--- src/clkPkg.sv ---
`default_nettype none

package clkPkg;

  // Diagnostic bus geometry
  localparam int diagAdrWidth  = 5;
  localparam int diagDataWidth = 6;
  // Address splits into a group code over a function select
  localparam int grpWidth      = 2;
  localparam int selWidth      = 3;

  // Clock control datapath widths
  localparam int burstWidth  = 8;
  localparam int nibbleWidth = 4;
  localparam int rateWidth   = 2;
  localparam int timeWidth   = 2;
  // Divider spans the slowest rate, 2**3 cycles
  localparam int divWidth    = 2 ** rateWidth - 1;

  // Address group codes
  localparam logic [grpWidth-1:0] grpCtl  = 2'd0;
  localparam logic [grpWidth-1:0] grpLoad = 2'd1;
  localparam logic [grpWidth-1:0] grpRead = 2'd2;

  // Control function selects, old codes 3 and 4 are gone
  localparam logic [selWidth-1:0] fnStop       = 3'd0;
  localparam logic [selWidth-1:0] fnStart      = 3'd1;
  localparam logic [selWidth-1:0] fnSingleStep = 3'd2;
  localparam logic [selWidth-1:0] fnBurst      = 3'd5;
  localparam logic [selWidth-1:0] fnSetReset   = 3'd6;
  localparam logic [selWidth-1:0] fnClrReset   = 3'd7;

  // Load selects, same numbering as old 042 to 045
  localparam logic [selWidth-1:0] ldBurstLo = 3'd2;
  localparam logic [selWidth-1:0] ldBurstHi = 3'd3;
  localparam logic [selWidth-1:0] ldRate    = 3'd4;
  localparam logic [selWidth-1:0] ldDisable = 3'd5;

  // Readback selects
  localparam logic [selWidth-1:0] rdBurstHi  = 3'd0;
  localparam logic [selWidth-1:0] rdBurstLo  = 3'd1;
  localparam logic [selWidth-1:0] rdRunState = 3'd2;
  localparam logic [selWidth-1:0] rdConfig   = 3'd3;

  // Wishbone classic request from the diagnostic master
  typedef struct packed {
    logic                     cyc;
    logic                     stb;
    logic                     we;
    logic [diagAdrWidth-1:0]  adr;
    logic [diagDataWidth-1:0] dat;
  } wbReqT;

  // Wishbone classic response
  typedef struct packed {
    logic                     ack;
    logic [diagDataWidth-1:0] dat;
  } wbRspT;

  // One-cycle command strobes out of the diagnostic port
  typedef struct packed {
    logic                     ctlWrite;
    logic [selWidth-1:0]      ctlCode;
    logic                     load;
    logic [selWidth-1:0]      loadSel;
    logic [diagDataWidth-1:0] loadData;
  } diagCmdT;

  // EBOX group disables
  typedef struct packed {
    logic crm;
    logic edp;
    logic ctl;
  } groupDisT;

  // EBOX group clock enables, one MBOX cycle wide
  typedef struct packed {
    logic crm;
    logic edp;
    logic ctl;
  } clkEnT;

  // Values after CLK
  localparam logic [rateWidth-1:0]  rateReset   = '0;
  localparam logic [burstWidth-1:0] burstReset  = '0;
  localparam groupDisT              disReset    = '0;
  localparam logic                  mrResetInit = 1'b1;

endpackage

`default_nettype wire

--- src/diagPort.sv ---
`timescale 1ns/100ps
`default_nettype none

module diagPort (
  input  logic                           MBOX_CLK,
  input  logic                           CLK,
  input  clkPkg::wbReqT                  wbReq,
  output clkPkg::wbRspT                  wbRsp,
  output clkPkg::diagCmdT                cmd,
  input  logic [clkPkg::burstWidth-1:0]  burstCount,
  input  logic                           go,
  input  logic                           burstMode,
  input  logic                           stepPending,
  input  logic                           mrReset,
  input  logic [clkPkg::rateWidth-1:0]   rateSel,
  input  clkPkg::groupDisT               groupDis
);
  import clkPkg::*;

  logic                     ackQ;
  logic [diagDataWidth-1:0] datQ;
  logic                     newReq;
  logic [grpWidth-1:0]      grp;
  logic [selWidth-1:0]      sel;
  logic [diagDataWidth-1:0] rdWord;

  // A request is new until our ack has been seen
  assign newReq = wbReq.cyc & wbReq.stb & ~ackQ;

  // Group sits above the function select
  assign grp = wbReq.adr[diagAdrWidth-1 -: grpWidth];
  assign sel = wbReq.adr[selWidth-1:0];

  // Strobes live in the cycle that ends with the ack edge
  // so every write lands on the same edge that raises ack
  always_comb begin
    cmd.ctlWrite = newReq & wbReq.we & (grp == grpCtl);
    cmd.ctlCode  = sel;
    cmd.load     = newReq & wbReq.we & (grp == grpLoad);
    cmd.loadSel  = sel;
    cmd.loadData = wbReq.dat;
  end

  // Readback word mux
  always_comb begin
    rdWord = '0;
    if (grp == grpRead) begin
      case (sel)
        rdBurstHi: begin
          rdWord = {{(diagDataWidth-nibbleWidth){1'b0}},
                    burstCount[burstWidth-1 -: nibbleWidth]};
        end
        rdBurstLo: begin
          rdWord = {{(diagDataWidth-nibbleWidth){1'b0}},
                    burstCount[nibbleWidth-1:0]};
        end
        // Run state packs the mode bits over the rate
        rdRunState: rdWord = {go, burstMode, mrReset, stepPending, rateSel};
        rdConfig:   rdWord = {groupDis.crm, groupDis.edp, groupDis.ctl, 3'b000};
        default:    rdWord = '0;
      endcase
    end
  end

  // Ack and read data register together
  always_ff @(posedge MBOX_CLK or posedge CLK) begin
    if (CLK) begin
      ackQ <= 1'b0;
      datQ <= '0;
    end else begin
      ackQ <= newReq;
      // Data bus is zero outside a read ack
      datQ <= (newReq & ~wbReq.we) ? rdWord : '0;
    end
  end

  assign wbRsp.ack = ackQ;
  assign wbRsp.dat = datQ;

  // Master still holds stb in the ack cycle yet gets one ack only
  ackSingle: assert property (@(posedge MBOX_CLK) disable iff (CLK)
    ackQ |=> !ackQ)
    else $error("diagPort raised ack in two cycles in a row");

endmodule

`default_nettype wire

--- src/clockControlRegs.sv ---
`timescale 1ns/100ps
`default_nettype none

module clockControlRegs (
  input  logic                          MBOX_CLK,
  input  logic                          CLK,
  input  clkPkg::diagCmdT               cmd,
  output logic [clkPkg::rateWidth-1:0]  rateSel,
  output clkPkg::groupDisT              groupDis,
  output logic                          mrReset
);
  import clkPkg::*;

  logic rateHit;
  logic disHit;
  logic setRst;
  logic clrRst;

  // Load function decode
  assign rateHit = cmd.load & (cmd.loadSel == ldRate);
  assign disHit  = cmd.load & (cmd.loadSel == ldDisable);

  // Machine reset set and release
  assign setRst = cmd.ctlWrite & (cmd.ctlCode == fnSetReset);
  assign clrRst = cmd.ctlWrite & (cmd.ctlCode == fnClrReset);

  always_ff @(posedge MBOX_CLK or posedge CLK) begin
    if (CLK) begin
      rateSel  <= rateReset;
      groupDis <= disReset;
      // Machine comes up held in reset
      mrReset  <= mrResetInit;
    end else begin
      if (rateHit) begin
        rateSel <= cmd.loadData[rateWidth-1:0];
      end
      // Data bits 2..0 map to crm, edp, ctl
      if (disHit) begin
        groupDis.crm <= cmd.loadData[2];
        groupDis.edp <= cmd.loadData[1];
        groupDis.ctl <= cmd.loadData[0];
      end
      if (setRst) begin
        mrReset <= 1'b1;
      end else if (clrRst) begin
        mrReset <= 1'b0;
      end
    end
  end

endmodule

`default_nettype wire

--- src/burstCounter.sv ---
`timescale 1ns/100ps
`default_nettype none

module burstCounter (
  input  logic                           MBOX_CLK,
  input  logic                           CLK,
  input  clkPkg::diagCmdT                cmd,
  input  logic                           stepTaken,
  input  logic                           burstMode,
  output logic [clkPkg::burstWidth-1:0]  burstCount
);
  import clkPkg::*;

  logic loadLo;
  logic loadHi;
  logic countDown;

  // Nibble loads from the low data bits
  assign loadLo = cmd.load & (cmd.loadSel == ldBurstLo);
  assign loadHi = cmd.load & (cmd.loadSel == ldBurstHi);

  // One count per step the EBOX actually took
  assign countDown = stepTaken & burstMode & (burstCount != '0);

  always_ff @(posedge MBOX_CLK or posedge CLK) begin
    if (CLK) begin
      burstCount <= burstReset;
    end else if (loadLo) begin
      burstCount[nibbleWidth-1:0] <= cmd.loadData[nibbleWidth-1:0];
    end else if (loadHi) begin
      burstCount[burstWidth-1 -: nibbleWidth] <= cmd.loadData[nibbleWidth-1:0];
    end else if (countDown) begin
      burstCount <= burstCount - 1'b1;
    end
  end

  // Zero holds until a nibble is loaded and never wraps to all ones
  noWrap: assert property (@(posedge MBOX_CLK) disable iff (CLK)
    (burstCount == '0) && !loadLo && !loadHi |=> burstCount == '0)
    else $error("burst count left zero without a load");

endmodule

`default_nettype wire

--- src/clockGate.sv ---
`timescale 1ns/100ps
`default_nettype none

module clockGate (
  input  logic                           MBOX_CLK,
  input  logic                           CLK,
  input  clkPkg::diagCmdT                cmd,
  input  logic [clkPkg::rateWidth-1:0]   rateSel,
  input  logic [clkPkg::burstWidth-1:0]  burstCount,
  input  logic                           stepTaken,
  output logic                           stepReq,
  output logic                           go,
  output logic                           burstMode,
  output logic                           stepPending
);
  import clkPkg::*;

  logic [divWidth-1:0] divCnt;
  logic [divWidth-1:0] divMask;
  logic                rateTick;
  logic                stopWrite;
  logic                stepWant;

  // Low rateSel bits of the divider must be zero for a tick
  assign divMask  = ~({divWidth{1'b1}} << rateSel);
  assign rateTick = (divCnt & divMask) == '0;

  assign stopWrite = cmd.ctlWrite & (cmd.ctlCode == fnStop);

  // Something wants a step, a stop cancels one rising on its own edge
  assign stepWant = ~stopWrite &
                    (go | (burstMode & (burstCount != '0)) | stepPending);

  // Free-running rate divider
  always_ff @(posedge MBOX_CLK or posedge CLK) begin
    if (CLK) begin
      divCnt <= '0;
    end else begin
      divCnt <= divCnt + 1'b1;
    end
  end

  // Run state
  always_ff @(posedge MBOX_CLK or posedge CLK) begin
    if (CLK) begin
      go          <= 1'b0;
      burstMode   <= 1'b0;
      stepPending <= 1'b0;
    end else begin
      if (stepTaken) begin
        stepPending <= 1'b0;
      end
      // Any other code, reset ones included, acts as a stop
      if (cmd.ctlWrite) begin
        go        <= (cmd.ctlCode == fnStart);
        burstMode <= (cmd.ctlCode == fnBurst);
        if (cmd.ctlCode == fnSingleStep) begin
          stepPending <= 1'b1;
        end
      end
    end
  end

  // Request holds until eboxSync takes it
  always_ff @(posedge MBOX_CLK or posedge CLK) begin
    if (CLK) begin
      stepReq <= 1'b0;
    end else if (stepTaken) begin
      stepReq <= 1'b0;
    end else if (!stepReq && rateTick && stepWant) begin
      stepReq <= 1'b1;
    end
  end

  reqHold: assert property (@(posedge MBOX_CLK) disable iff (CLK)
    stepReq && !stepTaken |=> stepReq)
    else $error("step request dropped before it was taken");

endmodule

`default_nettype wire

--- src/eboxSync.sv ---
`timescale 1ns/100ps
`default_nettype none

module eboxSync (
  input  logic                          MBOX_CLK,
  input  logic                          CLK,
  input  logic                          stepReq,
  input  logic [clkPkg::timeWidth-1:0]  cramTime,
  input  logic                          mboxWait,
  input  logic                          mrReset,
  input  clkPkg::groupDisT              groupDis,
  output logic                          stepTaken,
  output logic                          eboxSync,
  output clkPkg::clkEnT                 clkEn
);
  import clkPkg::*;

  logic [timeWidth-1:0] phase;
  logic                 phaseDone;
  logic                 syncEn;

  // Phase has run at least as long as the microcode time field asks
  assign phaseDone = phase >= cramTime;

  // Sync point, held off by MBOX wait and machine reset
  // and blocked while the previous step is still in flight
  assign syncEn = stepReq & phaseDone & ~mboxWait & ~mrReset &
                  ~eboxSync & ~stepTaken;

  // MBOX phase counter restarts with each EBOX clock
  always_ff @(posedge MBOX_CLK or posedge CLK) begin
    if (CLK) begin
      phase <= '0;
    end else if (eboxSync) begin
      phase <= '0;
    end else if (phase != '1) begin
      phase <= phase + 1'b1;
    end
  end

  // Sync flip-flop and then the enables one MBOX cycle later
  always_ff @(posedge MBOX_CLK or posedge CLK) begin
    if (CLK) begin
      eboxSync  <= 1'b0;
      stepTaken <= 1'b0;
      clkEn     <= '0;
    end else begin
      eboxSync  <= syncEn;
      stepTaken <= eboxSync;
      // Disabled groups miss the pulse but the step still counts
      clkEn.crm <= eboxSync & ~groupDis.crm;
      clkEn.edp <= eboxSync & ~groupDis.edp;
      clkEn.ctl <= eboxSync & ~groupDis.ctl;
    end
  end

  // Every EBOX clock sits right behind a sync pulse
  enAfterSync: assert property (@(posedge MBOX_CLK) disable iff (CLK)
    (clkEn.crm | clkEn.edp | clkEn.ctl) |-> $past(eboxSync))
    else $error("EBOX clock enable without a sync pulse before it");

endmodule

`default_nettype wire

--- src/klClock.sv ---
`timescale 1ns/100ps
`default_nettype none

module klClock (
  input  logic                          MBOX_CLK,
  input  logic                          CLK,
  input  clkPkg::wbReqT                 wbReq,
  output clkPkg::wbRspT                 wbRsp,
  input  logic [clkPkg::timeWidth-1:0]  cramTime,
  input  logic                          mboxWait,
  output logic                          eboxSync,
  output clkPkg::clkEnT                 clkEn,
  output logic                          mrReset
);
  import clkPkg::*;

  diagCmdT               cmd;
  groupDisT              groupDis;
  logic [rateWidth-1:0]  rateSel;
  logic [burstWidth-1:0] burstCount;
  logic                  go;
  logic                  burstMode;
  logic                  stepPending;
  logic                  stepReq;
  logic                  stepTaken;

  // Diagnostic bus slave and readback
  diagPort uDiag (
    .MBOX_CLK    (MBOX_CLK),
    .CLK         (CLK),
    .wbReq       (wbReq),
    .wbRsp       (wbRsp),
    .cmd         (cmd),
    .burstCount  (burstCount),
    .go          (go),
    .burstMode   (burstMode),
    .stepPending (stepPending),
    .mrReset     (mrReset),
    .rateSel     (rateSel),
    .groupDis    (groupDis)
  );

  // Rate, disables and machine reset
  clockControlRegs uRegs (
    .MBOX_CLK (MBOX_CLK),
    .CLK      (CLK),
    .cmd      (cmd),
    .rateSel  (rateSel),
    .groupDis (groupDis),
    .mrReset  (mrReset)
  );

  burstCounter uBurst (
    .MBOX_CLK   (MBOX_CLK),
    .CLK        (CLK),
    .cmd        (cmd),
    .stepTaken  (stepTaken),
    .burstMode  (burstMode),
    .burstCount (burstCount)
  );

  // Run state and paced step requests
  clockGate uGate (
    .MBOX_CLK    (MBOX_CLK),
    .CLK         (CLK),
    .cmd         (cmd),
    .rateSel     (rateSel),
    .burstCount  (burstCount),
    .stepTaken   (stepTaken),
    .stepReq     (stepReq),
    .go          (go),
    .burstMode   (burstMode),
    .stepPending (stepPending)
  );

  // MBOX sync point and EBOX group enables
  eboxSync uSync (
    .MBOX_CLK  (MBOX_CLK),
    .CLK       (CLK),
    .stepReq   (stepReq),
    .cramTime  (cramTime),
    .mboxWait  (mboxWait),
    .mrReset   (mrReset),
    .groupDis  (groupDis),
    .stepTaken (stepTaken),
    .eboxSync  (eboxSync),
    .clkEn     (clkEn)
  );

endmodule

`default_nettype wire

--- config.mk ---
export PLATFORM = sky130hd
export DESIGN_NAME = klClock
export DESIGN_NICKNAME = d
export VERILOG_FILES = /design/src/clkPkg.sv /design/src/diagPort.sv /design/src/clockControlRegs.sv /design/src/burstCounter.sv /design/src/clockGate.sv /design/src/eboxSync.sv /design/src/klClock.sv
export SDC_FILE = /design/constraint.sdc
export NUM_CORES = 1
export LEC_CHECK = 0
export ABC_AREA = 1
export BUFFER_PORTS_ARGS = -buffer_cell sky130_fd_sc_hd__buf_4
export CORE_ASPECT_RATIO = 0.9
export CORE_MARGIN = 3
export CORE_UTILIZATION = 51
export CTS_CLUSTER_SIZE = 24
export DETAILED_ROUTE_END_ITERATION = 10
export PLACE_DENSITY = 0.86
export SYNTH_ARGS = -nofsm -noshare
export SYNTH_HDL_FRONTEND = slang
export SYNTH_HIERARCHICAL = 1
export SYNTH_SLANG_ARGS = --single-unit
export TNS_END_PERCENT = 20
--- constraint.sdc ---
create_clock -name MBOX_CLK -period 1.9 [get_ports MBOX_CLK]
set_clock_uncertainty 0.05 [all_clocks]
set_input_delay 0.095 -clock MBOX_CLK [delete_from_list [all_inputs] [get_ports MBOX_CLK]]
set_output_delay 0.095 -clock MBOX_CLK [all_outputs]
set_load 0.02 [all_outputs]
==> impl_metrics.csv <==
group,metric,value,unit
sta,fin_tns_setup,0,ns
floorplan,pin_count,31,
synthesis,synthCells,282,
detailed_routing,vias,1834,
global_route,grt_pass1_vias,1766,
worst_setup_path,crit_path_start_kind,"register",
global_route,grtUsageTotal,0.2087,
place,gp_congestion,0.9085,
synthesis,synth_nets,307,
power_and_ir_drop,power_leakage,1.352,nW
sta,finalCritPeriodShare,0.9426,
detailed_routing,vias_per_cell,5.195,
sta,finalSetupViolCount,0,
worst_setup_path,worst-path-max-fanout,9,
sta,maxSlewViolCount,0,
floorplan,dieArea,5065,sq um
clock_tree,ctsHtreeMaxLevel,2,
worst_setup_path,rr_worst_depth,10,
clock_tree,cts_setup_buffers,0,
floorplan,die_h,67.82,um
floorplan,core,3889,sq um
synthesis,synth_area,2166,sq um
worst_setup_path,crit_path_end,"uBurst/burstCount[1]",
worst_setup_path,cp-startpoint,"uDiag/ackQ",
worst_setup_path,required,2.09,ns
sta,fmax,558.4,MHz
global_route,grt_pass1_wl,8024,um
place,io_buffers,28,
global_route,antenna_found_initial,0,
run_status,outcome,"completed",
detailed_routing,wire_per_inst,13.05,um
worst_setup_path,r2r_start,"uDiag/ackQ",
worst_setup_path,path_class,"reg -> reg",
min_path,hold_path_class,"in -> reg",
finish,area_delta_synth_final,14.67,%
worst_setup_path,worstPathArrival,1.98,ns
worst_setup_path,endpoint_kind,"register",
clock_tree,cts_buffers,5,
global_route,grt_max_degree,19,
clock_tree,worstSkewPairLatency,0.29,ns
detailed_routing,drtAntennaViolNets,0,
detailed_routing,first_pass_iters,4,
sta,min_period,1.791,ns
synthesis,syn_area_per_cell,7.680,sq um
detailed_routing,totalWireLength,4606,um
sta,final-hold-violation-count,0,
sta,slew-limit-headroom,0.7561,
sta,grt_setup_unrepaired,"false",
power_and_ir_drop,power_density,1064,nW/um^2
power_and_ir_drop,power,2.644,mW
flow_run,max_cap_violations,0,
floorplan,fp-row-count,21,
detailed_routing,post-route-drc-count,0,
worst_setup_path,rrSetupSlack,0.11,ns
finish,num-nets-final,331,
finish,diodes,0,
clock_tree,cts_sinks,35,
sta,holdWs,0.01700,ns
place,dp_hpwl,3500,um
place,placed_cell_area,2337,sq um
clock_tree,cts_tree,"done",
detailed_routing,drtIter0Drc,149,
finish,drive_gt1_frac,0.2215,
clock_tree,cts_resized,0,
worst_setup_path,r2r-end,"uBurst/burstCount[1]",
synthesis,ys_warn_count,6,
power_and_ir_drop,irDropWorstVdd,0.5960,mV
clock_tree,cts_max_path_buffers,2,
sta,tightest_slew,0.3654,ns
clock_tree,cts-root-buf,"clkbuf_8",
global_route,grt_overflow,0,
finish,final_area,2484,sq um
clock_tree,clkTransAtPathRegs,0.08,ns
floorplan,die_x,74.69,um
floorplan,start_util,0.5569,
worst max-delay path: stages, from the launching register on:
cell	delay, ns
dfrtp_1	0.41
nor2_4	0.14
nand2_1	0.09
nor3b_2	0.17
buf_4	0.17
nand3_4	0.11
nor2_8	0.17
inv_2	0.07
a21oi_2	0.21
nand2_1	0.08
nand2_1	0.06
state kept, by name (all words and copies together), names as in the netlist, 2 cells and up:
name / cells
uSync/phase: 2
uGate/divCnt: 3
uBurst/burstCount: 8
uRegs/groupDis: 3
uDiag/datQ: 6
uRegs/rateSel: 2
uSync/clkEn: 3
cells in the final DEF (no fill, tap or decap):
master / n
nand2_1: 83
inv_1: 35
dfrtp_1: 34
buf_4: 30
nor2_1: 29
nand3_1: 24
nand4_1: 13
o21ai_0: 8
ha_1: 6
clkbuf_8: 5
inv_2: 5
a21oi_2: 5
nand2_2: 4
nor2_4: 3
bufinv_16: 2
nor2_2: 2
a21oi_1: 2
clkinvlp_4: 1
dlygate4sd3_1: 1
o21bai_4: 1
nand3_4: 1
nor2_8: 1
nand4_4: 1
a31oi_1: 1
inv_6: 1
nor3_2: 1
nand4_2: 1
nor3_1: 1
nor3b_2: 1
a22o_2: 1
o21ai_2: 1
xor2_1: 1
dfstp_2: 1
o21ai_1: 1
power by group:
group | switching (mW) | total (mW) | internal (mW)
registers | 0.170 | 1.06 | 0.888
logic | 0.475 | 0.779 | 0.305
clock network | 0.284 | 0.807 | 0.523
total | 0.928 | 2.64 | 1.72
layout make-up:
class / instances / area, sq um
Clock buffer: 5 / 68.82
Sequential cell: 35 / 877.1
Clock inverter: 3 / 67.56
Inverter: 41 / 158.9
Tap cell: 46 / 57.56
Fill cell: 342 / 1405
Multi-Input combinational cell: 192 / 1018
Timing Repair Buffer: 31 / 235.2
worst min-delay path by stage:
stage / start / end / slack, ns / cells after the start
final: mboxWait / uSync/eboxSync / 0.02 / 4
after floorplan: CLK / uRegs/groupDis[0] / -0.16 / 1
after global placement: CLK / uRegs/rateSel[0] / 0.003 / 2
after CTS: mboxWait / uSync/eboxSync / 0.008 / 4
after global routing: mboxWait / uSync/eboxSync / 0.03 / 4
after detailed placement: CLK / uRegs/rateSel[0] / 0.01 / 2
per-layer routing:
layer	wire [um]	vias up	global-route usage
met5	0	-	0
met4	64	0	0.08222
met3	298	8	0.04112
met2	2141	60	0.3388
met1	2101	835	0.2745
li1	-	931	-
per-stage QoR:
stage | util | std cells | setup WS (ns)
finish | 0.6387 | 353 | 0.1091
global route | 0.6387 | 353 | 0.0009768
CTS | 0.6387 | 353 | 0.1074
detailed placement | 0.6010 | 344 | 0.1263
global placement | 0.6010 | 344 | 0.1795
floorplan | - | 282 | 0.2128
timing repair:
action,CTS,global route
hold endpoints to repair,35,0
endpoints found under the setup margin,0,0
hold buffers,1,0
Power figures use the tool's default switching activity.
